<file path="src/include/pix_macros.svh">
`ifndef PIX_MACROS_SVH
`define PIX_MACROS_SVH

// ====================
// Image geometry
// ====================

// Words per image, one block holds one image (4 by 4 test image)
`define PIX_IMAGE_WORDS 16
`define PIX_BLOCKS 8

// Address is block number then word offset
`define PIX_OFFSET_W 4
`define PIX_BLOCK_W 3
`define PIX_ADDR_W 7

// Capture buffer between sensor and memory
`define PIX_BUF_DEPTH 4

`endif

</file>
<file path="src/source/pix_pkg.sv">
`include "pix_macros.svh"

package pix_pkg;

    // Raw sensor pixel and stored memory word
    typedef logic [11:0] pix_t;
    typedef logic [15:0] word_t;

    typedef logic [`PIX_BLOCK_W-1:0]  block_t;
    typedef logic [`PIX_OFFSET_W-1:0] offset_t;
    // Block number in the upper bits, offset below
    typedef logic [`PIX_ADDR_W-1:0]   addr_t;

    typedef enum logic {
        CMD_CAPTURE = 1'b0,
        CMD_READOUT = 1'b1
    } cmd_t;

    // ====================
    // State machines
    // ====================
    typedef enum logic [1:0] {
        CTRL_IDLE,
        CTRL_RUN_CAPTURE,
        CTRL_RUN_READOUT,
        CTRL_FINISH
    } ctrl_state_t;

    typedef enum logic [2:0] {
        CAP_IDLE,
        CAP_WAIT_INVALID,
        CAP_WAIT_START,
        CAP_ACTIVE,
        CAP_FLUSH
    } cap_state_t;

    typedef enum logic [2:0] {
        RD_IDLE,
        RD_WAIT_REQ,
        RD_FETCH,
        RD_ACK_HOST,
        RD_DONE
    } rd_state_t;

endpackage

</file>
<file path="src/source/pix_frame_ram.sv">
`timescale 1ns/1ps

`include "pix_macros.svh"

module pix_frame_ram (
    input  logic           clk,
    input  logic           mem_en,
    input  logic           mem_we,
    input  pix_pkg::addr_t mem_addr,
    input  pix_pkg::word_t mem_wdata,
    output pix_pkg::word_t mem_rdata
);
    import pix_pkg::*;

    // All blocks back to back, block number in the upper address bits
    word_t mem_array [`PIX_BLOCKS * `PIX_IMAGE_WORDS];

    // Read data only changes on a read, so it holds across writes
    always_ff @(posedge clk) begin
        if (mem_en) begin
            if (mem_we) begin
                mem_array[mem_addr] <= mem_wdata;
            end else begin
                mem_rdata <= mem_array[mem_addr];
            end
        end
    end

endmodule

</file>
<file path="src/source/pix_mem_arbiter.sv">
`timescale 1ns/1ps

module pix_mem_arbiter (
    input  logic           clk,
    input  logic           rst_n,

    // Client 0, capture engine
    input  logic           m0_req,
    output logic           m0_ack,
    input  logic           m0_we,
    input  pix_pkg::addr_t m0_addr,
    input  pix_pkg::word_t m0_wdata,

    // Client 1, readout engine
    input  logic           m1_req,
    output logic           m1_ack,
    input  pix_pkg::addr_t m1_addr,
    output pix_pkg::word_t m1_rdata,

    // Frame memory
    output logic           mem_en,
    output logic           mem_we,
    output pix_pkg::addr_t mem_addr,
    output pix_pkg::word_t mem_wdata,
    input  pix_pkg::word_t mem_rdata
);
    logic busy;
    // Owner 0 is capture, 1 is readout
    logic owner;
    logic grant_m0;
    logic grant_m1;

    // Capture wins a tie since its buffer is finite
    assign grant_m0 = !busy && m0_req;
    assign grant_m1 = !busy && !m0_req && m1_req;

    assign m1_rdata = mem_rdata;

    always_ff @(posedge clk or negedge rst_n) begin
        if (!rst_n) begin
            busy   <= 1'b0;
            owner  <= 1'b0;
            mem_en <= 1'b0;
            m0_ack <= 1'b0;
            m1_ack <= 1'b0;
        end else begin
            mem_en <= 1'b0;
            if (grant_m0 || grant_m1) begin
                busy   <= 1'b1;
                owner  <= grant_m1;
                mem_en <= 1'b1;
            end else if (mem_en) begin
                // Access done, read data is in the memory register now
                if (owner) begin
                    m1_ack <= 1'b1;
                end else begin
                    m0_ack <= 1'b1;
                end
            end else if (m0_ack && !m0_req) begin
                m0_ack <= 1'b0;
                busy   <= 1'b0;
            end else if (m1_ack && !m1_req) begin
                m1_ack <= 1'b0;
                busy   <= 1'b0;
            end
        end
    end

    always_ff @(posedge clk) begin
        if (grant_m0) begin
            mem_we    <= m0_we;
            mem_addr  <= m0_addr;
            mem_wdata <= m0_wdata;
        end else if (grant_m1) begin
            mem_we   <= 1'b0;
            mem_addr <= m1_addr;
        end
    end

    acks_exclusive: assert property (@(posedge clk) disable iff (!rst_n)
        !(m0_ack && m1_ack))
        else $error("Both memory clients acknowledged at once");

endmodule

</file>
<file path="src/source/pix_capture.sv">
`timescale 1ns/1ps

`include "pix_macros.svh"

module pix_capture (
    input  logic            clk,
    input  logic            rst_n,

    // Job port
    input  logic            cap_req,
    input  pix_pkg::block_t cap_block,
    output logic            cap_ack,

    // Sensor
    input  logic            pix_fv,
    input  logic            pix_lv,
    input  pix_pkg::pix_t   pix_d,

    // Memory client
    output logic            m0_req,
    input  logic            m0_ack,
    output logic            m0_we,
    output pix_pkg::addr_t  m0_addr,
    output pix_pkg::word_t  m0_wdata
);
    import pix_pkg::*;

    localparam int PTR_W = $clog2(`PIX_BUF_DEPTH);
    localparam int CNT_W = $clog2(`PIX_BUF_DEPTH + 1);

    cap_state_t       state;
    block_t           job_block;
    word_t            buffer [`PIX_BUF_DEPTH];
    logic [PTR_W-1:0] wr_ptr;
    logic [PTR_W-1:0] rd_ptr;
    logic [CNT_W-1:0] buf_count;
    // Pixels taken from the current frame
    logic [`PIX_OFFSET_W:0] taken;
    offset_t          wr_offset;
    logic             start;
    logic             in_frame;
    logic             push;
    logic             pop;
    logic             write_done;

    assign start      = (state == CAP_IDLE) && cap_req && !cap_ack;
    assign in_frame   = ((state == CAP_WAIT_START) || (state == CAP_ACTIVE)) && pix_fv;
    // Pixels past a full image are dropped
    assign push       = in_frame && pix_lv && (taken != `PIX_IMAGE_WORDS);
    // Next write only once the previous handshake has fully closed
    assign pop        = !m0_req && !m0_ack && (buf_count != '0);
    assign write_done = m0_req && m0_ack;
    assign m0_we      = 1'b1;

    always_ff @(posedge clk or negedge rst_n) begin
        if (!rst_n) begin
            state     <= CAP_IDLE;
            cap_ack   <= 1'b0;
            m0_req    <= 1'b0;
            wr_ptr    <= '0;
            rd_ptr    <= '0;
            buf_count <= '0;
            taken     <= '0;
            wr_offset <= '0;
        end else begin
            if (push) begin
                wr_ptr <= wr_ptr + 1'b1;
                taken  <= taken + 1'b1;
            end
            if (pop) begin
                rd_ptr <= rd_ptr + 1'b1;
                m0_req <= 1'b1;
            end
            if (write_done) begin
                m0_req    <= 1'b0;
                wr_offset <= wr_offset + 1'b1;
            end
            if (push && !pop) begin
                buf_count <= buf_count + 1'b1;
            end else if (pop && !push) begin
                buf_count <= buf_count - 1'b1;
            end

            case (state)
                CAP_IDLE: begin
                    if (cap_ack && !cap_req) begin
                        cap_ack <= 1'b0;
                    end else if (start) begin
                        taken     <= '0;
                        wr_offset <= '0;
                        state     <= CAP_WAIT_INVALID;
                    end
                end
                // Skip any frame already in progress
                CAP_WAIT_INVALID: if (!pix_fv) state <= CAP_WAIT_START;
                CAP_WAIT_START:   if (pix_fv) state <= CAP_ACTIVE;
                CAP_ACTIVE:       if (!pix_fv) state <= CAP_FLUSH;
                CAP_FLUSH: begin
                    if ((buf_count == '0) && !m0_req && !m0_ack) begin
                        cap_ack <= 1'b1;
                        state   <= CAP_IDLE;
                    end
                end
                default: state <= CAP_IDLE;
            endcase
        end
    end

    always_ff @(posedge clk) begin
        if (start) begin
            job_block <= cap_block;
        end
        if (push) begin
            buffer[wr_ptr] <= {4'b0000, pix_d};
        end
        if (pop) begin
            m0_addr  <= {job_block, wr_offset};
            m0_wdata <= buffer[rd_ptr];
        end
    end

    // Sensor rate must stay below the memory write rate
    buf_no_overflow: assert property (@(posedge clk) disable iff (!rst_n)
        (push && !pop) |-> (buf_count < CNT_W'(`PIX_BUF_DEPTH)))
        else $error("Capture buffer overflow");

endmodule

</file>
<file path="src/source/pix_readout.sv">
`timescale 1ns/1ps

`include "pix_macros.svh"

module pix_readout (
    input  logic            clk,
    input  logic            rst_n,

    // Job port
    input  logic            rd_req,
    input  pix_pkg::block_t rd_block,
    output logic            rd_ack,

    // Host word port
    input  logic            readout_req,
    output logic            readout_ack,
    output pix_pkg::word_t  readout_data,

    // Memory client
    output logic            m1_req,
    input  logic            m1_ack,
    output pix_pkg::addr_t  m1_addr,
    input  pix_pkg::word_t  m1_rdata
);
    import pix_pkg::*;

    rd_state_t state;
    block_t    job_block;
    offset_t   rd_offset;
    logic      start;
    logic      fetch;
    logic      last_word;

    assign start     = (state == RD_IDLE) && rd_req && !rd_ack;
    // Wait for the arbiter to close the last access too
    assign fetch     = (state == RD_WAIT_REQ) && readout_req && !m1_ack;
    assign last_word = (rd_offset == offset_t'(`PIX_IMAGE_WORDS - 1));

    always_ff @(posedge clk or negedge rst_n) begin
        if (!rst_n) begin
            state       <= RD_IDLE;
            rd_ack      <= 1'b0;
            readout_ack <= 1'b0;
            m1_req      <= 1'b0;
            rd_offset   <= '0;
        end else begin
            case (state)
                RD_IDLE: begin
                    if (rd_ack && !rd_req) begin
                        rd_ack <= 1'b0;
                    end else if (start) begin
                        rd_offset <= '0;
                        state     <= RD_WAIT_REQ;
                    end
                end
                RD_WAIT_REQ: begin
                    if (fetch) begin
                        m1_req <= 1'b1;
                        state  <= RD_FETCH;
                    end
                end
                RD_FETCH: begin
                    if (m1_ack) begin
                        m1_req      <= 1'b0;
                        readout_ack <= 1'b1;
                        state       <= RD_ACK_HOST;
                    end
                end
                // Hold the word until the host lets go
                RD_ACK_HOST: begin
                    if (!readout_req) begin
                        readout_ack <= 1'b0;
                        rd_offset   <= rd_offset + 1'b1;
                        state       <= last_word ? RD_DONE : RD_WAIT_REQ;
                    end
                end
                RD_DONE: begin
                    rd_ack <= 1'b1;
                    state  <= RD_IDLE;
                end
                default: state <= RD_IDLE;
            endcase
        end
    end

    always_ff @(posedge clk) begin
        if (start) begin
            job_block <= rd_block;
        end
        if (fetch) begin
            m1_addr <= {job_block, rd_offset};
        end
        if ((state == RD_FETCH) && m1_ack) begin
            readout_data <= m1_rdata;
        end
    end

    data_stable: assert property (@(posedge clk) disable iff (!rst_n)
        (readout_ack ##1 readout_ack) |-> $stable(readout_data))
        else $error("readout_data changed while readout_ack was high");

endmodule

</file>
<file path="src/source/pix_cmd_ctrl.sv">
`timescale 1ns/1ps

module pix_cmd_ctrl (
    input  logic            clk,
    input  logic            rst_n,

    // Host command port
    input  pix_pkg::cmd_t   cmd,
    input  pix_pkg::block_t cmd_block,
    input  logic            cmd_req,
    output logic            cmd_ack,

    // Capture job
    output logic            cap_req,
    output pix_pkg::block_t cap_block,
    input  logic            cap_ack,

    // Readout job
    output logic            rd_req,
    output pix_pkg::block_t rd_block,
    input  logic            rd_ack
);
    import pix_pkg::*;

    ctrl_state_t state;
    block_t      job_block;
    logic        start;

    assign start     = (state == CTRL_IDLE) && cmd_req;
    // Both engines see the same latched block, only one is ever started
    assign cap_block = job_block;
    assign rd_block  = job_block;

    // ====================
    // Job sequencing
    // ====================
    always_ff @(posedge clk or negedge rst_n) begin
        if (!rst_n) begin
            state   <= CTRL_IDLE;
            cmd_ack <= 1'b0;
            cap_req <= 1'b0;
            rd_req  <= 1'b0;
        end else begin
            case (state)
                CTRL_IDLE: begin
                    if (start) begin
                        if (cmd == CMD_CAPTURE) begin
                            cap_req <= 1'b1;
                            state   <= CTRL_RUN_CAPTURE;
                        end else begin
                            rd_req <= 1'b1;
                            state  <= CTRL_RUN_READOUT;
                        end
                    end
                end
                // Drop the request on ack, then wait for the ack to clear
                CTRL_RUN_CAPTURE: begin
                    if (cap_req && cap_ack) begin
                        cap_req <= 1'b0;
                    end else if (!cap_req && !cap_ack) begin
                        cmd_ack <= 1'b1;
                        state   <= CTRL_FINISH;
                    end
                end
                CTRL_RUN_READOUT: begin
                    if (rd_req && rd_ack) begin
                        rd_req <= 1'b0;
                    end else if (!rd_req && !rd_ack) begin
                        cmd_ack <= 1'b1;
                        state   <= CTRL_FINISH;
                    end
                end
                CTRL_FINISH: begin
                    if (!cmd_req) begin
                        cmd_ack <= 1'b0;
                        state   <= CTRL_IDLE;
                    end
                end
                default: state <= CTRL_IDLE;
            endcase
        end
    end

    always_ff @(posedge clk) begin
        if (start) begin
            job_block <= cmd_block;
        end
    end

endmodule

</file>
<file path="src/source/pix_controller.sv">
`timescale 1ns/1ps

module pix_controller (
    input  logic            clk,
    input  logic            rst_n,

    // Host command port
    input  pix_pkg::cmd_t   cmd,
    input  pix_pkg::block_t cmd_block,
    input  logic            cmd_req,
    output logic            cmd_ack,

    // Host readout port
    input  logic            readout_req,
    output logic            readout_ack,
    output pix_pkg::word_t  readout_data,

    // Sensor
    input  logic            pix_fv,
    input  logic            pix_lv,
    input  pix_pkg::pix_t   pix_d
);
    import pix_pkg::*;

    // ====================
    // Job handshakes
    // ====================
    logic   cap_req;
    logic   cap_ack;
    block_t cap_block;
    logic   rd_req;
    logic   rd_ack;
    block_t rd_block;

    // ====================
    // Memory clients and port
    // ====================
    logic   m0_req;
    logic   m0_ack;
    logic   m0_we;
    addr_t  m0_addr;
    word_t  m0_wdata;
    logic   m1_req;
    logic   m1_ack;
    addr_t  m1_addr;
    word_t  m1_rdata;
    logic   mem_en;
    logic   mem_we;
    addr_t  mem_addr;
    word_t  mem_wdata;
    word_t  mem_rdata;

    pix_cmd_ctrl u_cmd_ctrl (
        .clk(clk), .rst_n(rst_n),
        .cmd(cmd), .cmd_block(cmd_block), .cmd_req(cmd_req), .cmd_ack(cmd_ack),
        .cap_req(cap_req), .cap_block(cap_block), .cap_ack(cap_ack),
        .rd_req(rd_req), .rd_block(rd_block), .rd_ack(rd_ack)
    );

    pix_capture u_capture (
        .clk(clk), .rst_n(rst_n),
        .cap_req(cap_req), .cap_block(cap_block), .cap_ack(cap_ack),
        .pix_fv(pix_fv), .pix_lv(pix_lv), .pix_d(pix_d),
        .m0_req(m0_req), .m0_ack(m0_ack), .m0_we(m0_we),
        .m0_addr(m0_addr), .m0_wdata(m0_wdata)
    );

    pix_readout u_readout (
        .clk(clk), .rst_n(rst_n),
        .rd_req(rd_req), .rd_block(rd_block), .rd_ack(rd_ack),
        .readout_req(readout_req), .readout_ack(readout_ack), .readout_data(readout_data),
        .m1_req(m1_req), .m1_ack(m1_ack), .m1_addr(m1_addr), .m1_rdata(m1_rdata)
    );

    pix_mem_arbiter u_arbiter (
        .clk(clk), .rst_n(rst_n),
        .m0_req(m0_req), .m0_ack(m0_ack), .m0_we(m0_we),
        .m0_addr(m0_addr), .m0_wdata(m0_wdata),
        .m1_req(m1_req), .m1_ack(m1_ack), .m1_addr(m1_addr), .m1_rdata(m1_rdata),
        .mem_en(mem_en), .mem_we(mem_we), .mem_addr(mem_addr),
        .mem_wdata(mem_wdata), .mem_rdata(mem_rdata)
    );

    pix_frame_ram u_frame_ram (
        .clk(clk),
        .mem_en(mem_en), .mem_we(mem_we), .mem_addr(mem_addr),
        .mem_wdata(mem_wdata), .mem_rdata(mem_rdata)
    );

endmodule

</file>
<file path="config.mk">
export PLATFORM = sky130hd
export DESIGN_NAME = pix_controller
export DESIGN_NICKNAME = d
export VERILOG_FILES = /design/src/source/pix_pkg.sv /design/src/source/pix_frame_ram.sv /design/src/source/pix_mem_arbiter.sv /design/src/source/pix_capture.sv /design/src/source/pix_readout.sv /design/src/source/pix_cmd_ctrl.sv /design/src/source/pix_controller.sv
export VERILOG_INCLUDE_DIRS = /design/src /design/src/include
export SDC_FILE = /design/constraint.sdc
export NUM_CORES = 2
export LEC_CHECK = 0
export ABC_AREA = 1
export BUFFER_PORTS_ARGS = -buffer_cell sky130_fd_sc_hd__clkbuf_2
export CAP_MARGIN = 5
export CORE_MARGIN = 2
export CORE_UTILIZATION = 36
export DETAILED_ROUTE_END_ITERATION = 10
export PLACE_DENSITY_LB_ADDON = 0.2
export SLEW_MARGIN = 20
export SYNTH_ARGS = -nofsm -noshare
export SYNTH_HDL_FRONTEND = slang
export SYNTH_SLANG_ARGS = --single-unit
</file>
<file path="constraint.sdc">
create_clock -name clk -period 4.1 [get_ports clk]
set_input_delay 0.82 -clock clk [delete_from_list [all_inputs] [get_ports clk]]
set_output_delay 0.82 -clock clk [all_outputs]
set_load 0.005 [all_outputs]
</file>
After elaboration in Yosys (flattened, before gate mapping)

Memory sizes are Yosys's and may differ from the RTL's. A register that Yosys moved wholly into a read port is not among the register bits.
Index checks and enable logic that the tools add are counted.

Output and inout bits: 18
Logic and storage cells: 240
Memories kept: 2
RAM bits: 2096
Input bits: 22
Bits in registers: 120

Memories:

| memory                | words | bits a word | rd ports | clocked after Yosys merged registers in | write ports | RTL line            | source |
|---|---|---|---|---|---|---|---|
| u_frame_ram.mem_array | 128   | 16          | 1        | 1                                       | 1           | pix_frame_ram.sv:16 | `` word_t mem_array [`PIX_BLOCKS * `PIX_IMAGE_WORDS]; `` |
| u_capture.buffer      | 4     | 12          | 1        | 1                                       | 1           | pix_capture.sv:33   | `` word_t buffer [`PIX_BUF_DEPTH]; `` |

Mux-type cells: 81
Reduce and logical (&&, ||, !) cells: 76
Equal/unequal tests: 40
Add/subtract/negate cells: 7
Bitwise operators: 2

Operator list:

| kind                                                             | number |
|---|---|
| 3-bit 2-to-1 mux                                                 | 14 |
| 1-bit 2-to-1 mux                                                 | 36 |
| 2-bit != test (second input constant)                            | 16 |
| 1-bit logical AND                                                | 29 |
| 4-bit 2-to-1 mux                                                 | 7 |
| 2-bit nonzero test                                               | 12 |
| 2-bit by 1-bit != test with 1-bit output (second input constant) | 11 |
| 5-bit 2-to-1 mux                                                 | 4 |
| 6-bit AND reduction                                              | 3 |
| 4-bit AND reduction                                              | 4 |
| 3-bit one-hot mux with 5 select lines                            | 1 |
| 2-bit 2-to-1 mux                                                 | 7 |
| 7-bit 2-to-1 mux                                                 | 2 |
| 3-bit by 2-bit == test with 1-bit output (second input constant) | 4 |
| 1-bit one-hot mux with 2 select lines                            | 6 |
| 3-bit one-hot mux with 4 select lines                            | 1 |
| 3-bit AND reduction                                              | 4 |
| 1-bit logical NOT                                                | 11 |
| 3-bit logical NOT                                                | 3 |
| 3-bit nonzero test                                               | 3 |
| 4-bit by 1-bit adder with 4-bit output (second input constant)   | 2 |
| 2-bit one-hot mux with 4 select lines                            | 1 |
| 4-bit one-hot mux with 2 select lines                            | 1 |
| 3-bit by 1-bit == test with 1-bit output (second input constant) | 2 |
| 15 further kinds                                                 | 22 |

Longest topological paths before layout

Word-level depth: 9
Mapped depth: 15

Cells and area by module

A second synthesis with hierarchy kept.

Cells, all modules: 9173
Area, all modules: 94121.5 sq um

Modules (own cells, without submodules):

| module          | cells each | area an instance (sq um) | times used | sequential area each (sq um) |
|---|---|---|---|---|
| pix_frame_ram   | 8609       | 87248.7                  | 1          | 61979.4 |
| pix_capture     | 297        | 3742.3                   | 1          | 2627.5 |
| pix_readout     | 103        | 1398.8                   | 1          | 1031.0 |
| pix_mem_arbiter | 93         | 1172.4                   | 1          | 845.8 |
| pix_cmd_ctrl    | 71         | 559.3                    | 1          | 215.2 |

Worst setup path after synthesis

Ideal clock, no wire load.

Path type: register to register
Start: reg u_capture.buf_count[0]
End: reg u_capture.buf_count[1]
Required time: 3.975 ns
Setup time: 0.125 ns
Clock period less this slack: 3.211 ns
Setup slack: 0.889 ns
Cell stages (with the launch flop): 8
Data arrival time: 3.086 ns
Cells stage by stage: dfrtp_1 -> nor3_1 -> nor3_1 -> inv_1 -> ha_1 -> inv_1 -> fa_1 -> mux2_2

Longest elaborated chain between the ends: 5

Ends and longest elaborated chain:

| item                                                          | RTL line          | source |
|---|---|---|
| start, declared                                               | pix_capture.sv:36 | `logic [CNT_W-1:0] buf_count;` |
| start signal, assigned                                        | pix_capture.sv:79 | `buf_count <= buf_count + 1'b1;` |
| start signal, assigned                                        | pix_capture.sv:81 | `buf_count <= buf_count - 1'b1;` |
| 3-bit nonzero test *                                          | pix_capture.sv:51 | `assign pop = !m0_req && !m0_ack && (buf_count != '0);` |
| 1-bit logical AND *                                           | pix_capture.sv:51 |  |
| via u_capture.pop                                             | pix_capture.sv:43 | `logic pop;` |
| 1-bit logical NOT                                             | pix_capture.sv:78 | `if (push && !pop) begin` |
| 1-bit logical AND                                             | pix_capture.sv:78 |  |
| 3-bit 2-to-1 mux / 2-bit nonzero test (equally long branches) | -                 |  |

Mark *: on every way through the listed nets, which the timed path passes. The rest lies on a longest branch. The select of a mux whose other input is x is not followed.
A chain may end at the register's enable or synchronous reset.

==> out/metrics.csv <==
metric;value;unit
GRT Total Usage;19.11;%
WL final;196700;um
top achievable clock speed;286.2;MHz
HPWL after DPL;114500;um
first-pass GRT wire length;292900;um
Psw;0.02117;W
commonest cells after routing, fill and taps aside;nand2_1 (1839), edfxtp_1 (1662), inv_1 (1292);
Die ar.;0.2045;mm2
synthesized cell area;0.07232;mm2
PortBufs;35;
Initial Utilization;36.22;%
nets;7069;
Design Power;0.05592;W
clk_skew;46.10;ps
synth warn;0;
number of nets with antenna violations after routing;0;
DR pass1 iterations;5;
Resized Gates After CTS;0;
Worst Tran Pin Value;1028;ps
logic gate share of total power;32.7;%
Post-synth EDFFs;1662;
Syn Area/Cell;10.57;um2
minimum clock period;3494;ps
Layout area overhead;14.35;%
Internal;0.03475;W
setup TNS;0;ps
fraction of the yosys area taken by sequential cells;70.45;%
DIE WIDTH;452.2;um
Fill cells;18926;
grt total ovfl;0;
DRC Markers;0;
Slew Limit Headroom;31.49;%
H-tree depth;4;
pwr dens;676.2;mW/mm2
# IOs;40;
largest net degree at the start of global routing;137;
Switching Share;37.85;%
commonest non-fill, non-tap cell in the layout;nand2_1;
Vias/cell;4.676;
multi-input logic area;0.01526;mm2
Final setup viols;0;
Yosys reg bits;1704;
Sequential Area;0.05095;mm2
crit end category;flop;
fraction of layout cells with a size suffix above 1;9.312;%
kind of critical path;reg -> reg;
Post-CTS Setup Bufs;0;
clk sinks;1704;
CTS buffer count;181;
Final Hold Viols;0;
Worst-path clk slew;60;ps
CP Data Arrival Time;4060;ps
CTS Hold Bufs;0;
outcome;complete, no violations;
CP Data Required Time;4670;ps
max cap viols;0;
HP Class;in -> async;
CP startpoint kind;flop;
vias in the first global route;44168;
Die Ht;452.2;um
Critical Path Fanout Max;94;
GPL Wtd Cong;0.8479;
via count;46016;
period utilisation layout;85.22;%
Seq pwr share;39.2;%
Skew-Pair Late Insertion Delay;840;ps
maximum vdd drop;0.5662;mV
TritonCTS clock tree;done;
clock power share;28.1;%
RSZ-0062 raised after global routing;false;
Main synth FF type;edfxtp_1;
core box area;0.1997;mm2
row cnt;164;
Post-Syn Instances;6840;
CTS root buf;clkbuf_16;
initial antenna violation count;3;
count of cell types in the netlist;36;
pins over their slew limit;0;
Pleak;34.63;nW
Bufs on Longest Clock Path;3;
Routed WL per cell;19.99;um
DRT iter0 DRCs;4130;
fraction of registers with async set/reset;2.406;%
==> worst paths after layout <==
kind | from | slack, ps | cells after the start | to
min in group clk | cmd_block[0] | 170 | 1 | u_cmd_ctrl.cap_block[0]
hold reg to reg | u_capture.m0_wdata[9] | 420 | 0 | u_arbiter.mem_wdata[9]
setup / recovery | u_arbiter.mem_addr[0] | 610 | 12 | u_frame_ram.mem_rdata[0]
max in group asynchronous | rst_n | 3360 | 1 | u_capture.rd_ptr[1]
setup reg to reg | u_arbiter.mem_addr[0] | 610 | 12 | u_frame_ram.mem_rdata[0]
hold / removal | rst_n | 150 | 1 | u_readout.rd_ack
==> worst max-delay path: stages (launching register included) <==
cell and delay, ps:
edfxtp_1 560, inv_8 600, buf_12 310, buf_12 240, nand2_1 70, nand3_1 80, nand2_1 150, o21ai_0 440
nand2_1 120, nor2_1 120, nor2_1 50, nor2_1 360, nand2_1 90
==> per-stage QoR <==
step | utilization [%] | std cells | hold slack, ps | setup WS [ps] | cell area [um2]
2_1_floorplan | - | 6843 | 400.3 | 889.0 | 72340
3_3_place_gp | 38.61 | 9506 | 400.7 | 648.3 | 77090
3_5_place_dp | 38.61 | 9506 | 404.5 | 615.1 | 77090
4_1_cts | 41.42 | 9840 | 109.4 | 601.9 | 82690
5_1_grt | 41.42 | 9840 | 129.3 | 427.2 | 82700
6_report | 41.42 | 9841 | 146.6 | 606.1 | 82700
==> cells in the mapped netlist (3+ instances only) <==
| cell type | number | area (um2) |
|---|---|---|
| buf_6 | 6 | 67.56 |
| o211ai_1 | 13 | 97.59 |
| edfxtp_1 | 1662 | 49910 |
| buf_1 | 22 | 82.58 |
| nand2_1 | 1840 | 6907 |
| buf_2 | 98 | 490.5 |
| nor2_1 | 557 | 2091 |
| ha_1 | 13 | 162.7 |
| nand4_1 | 41 | 256.5 |
| buf_4 | 23 | 172.7 |
| dfrtp_1 | 41 | 1026 |
| o21ai_0 | 186 | 930.9 |
| xnor2_1 | 3 | 26.28 |
| o22ai_1 | 12 | 75.07 |
| nor3_1 | 12 | 60.06 |
| inv_1 | 1294 | 4857 |
| xor2_1 | 3 | 26.28 |
| clkbuf_1 | 149 | 559.3 |
| or2_2 | 109 | 681.9 |
| o21ai_1 | 74 | 370.4 |
| a21oi_1 | 12 | 60.06 |
| nand3_1 | 654 | 3273 |
==> cell families after synthesis <==
logic type               after synthesis  share of synthesized area [%]
multiplexers                           1                        0.01557
AND/OR/NAND/NOR                     3214                          18.36
buffers and inverters               1594                          8.626
XOR/XNOR                               6                        0.07267
other                                  1                       0.005185
AO/OA/AOI/OAI                        306                          2.221
adder cells (fa/ha/maj)               14                         0.2526
flip-flops                          1704                          70.45
==> layer usage <==
layer	part of all wire [%]	up-vias	track usage, %
li1	-	22319	-
met1	46	22278	27.34
met2	47	1203	30.78
met3	5.1	216	2.461
met4	2.0	0	4.745
met5	0	-	0
==> cell type report <==
class / count / area share [%]
clock inverter: 94 / 0.9758
clock buffer: 240 / 5.796
sequential: 1704 / 61.61
antenna: 1 / 0.003026
inverter: 1295 / 5.887
timing repair buffer: 306 / 3.262
tap: 2656 / 4.018
multi-input combinational: 3545 / 18.45
==> state kept, by name, indices dropped and copies added (netlist names), 4 cells and up <==
register,count
u_arbiter.mem_addr,7
u_readout.readout_data,12
u_readout.rd_offset,4
u_frame_ram.mem_array,1536
u_capture.wr_offset,4
u_arbiter.mem_wdata,12
u_frame_ram.mem_rdata,12
u_capture.m0_addr,7
u_capture.m0_wdata,12
u_capture.buffer,48
u_capture.taken,5
u_readout.m1_addr,7
==> power groups by stage <==
stage / registers, W / logic [W] / clock network, W
floorplan: 0.0229 / 0.00972 / 0
global placement: 0.0222 / 0.0183 / 0
detailed placement: 0.0223 / 0.0184 / 0
CTS: 0.0219 / 0.0184 / 0.0161
global route: 0.0220 / 0.0200 / 0.0167
finish: 0.0219 / 0.0183 / 0.0157
(Power assumes the default switching activity.)
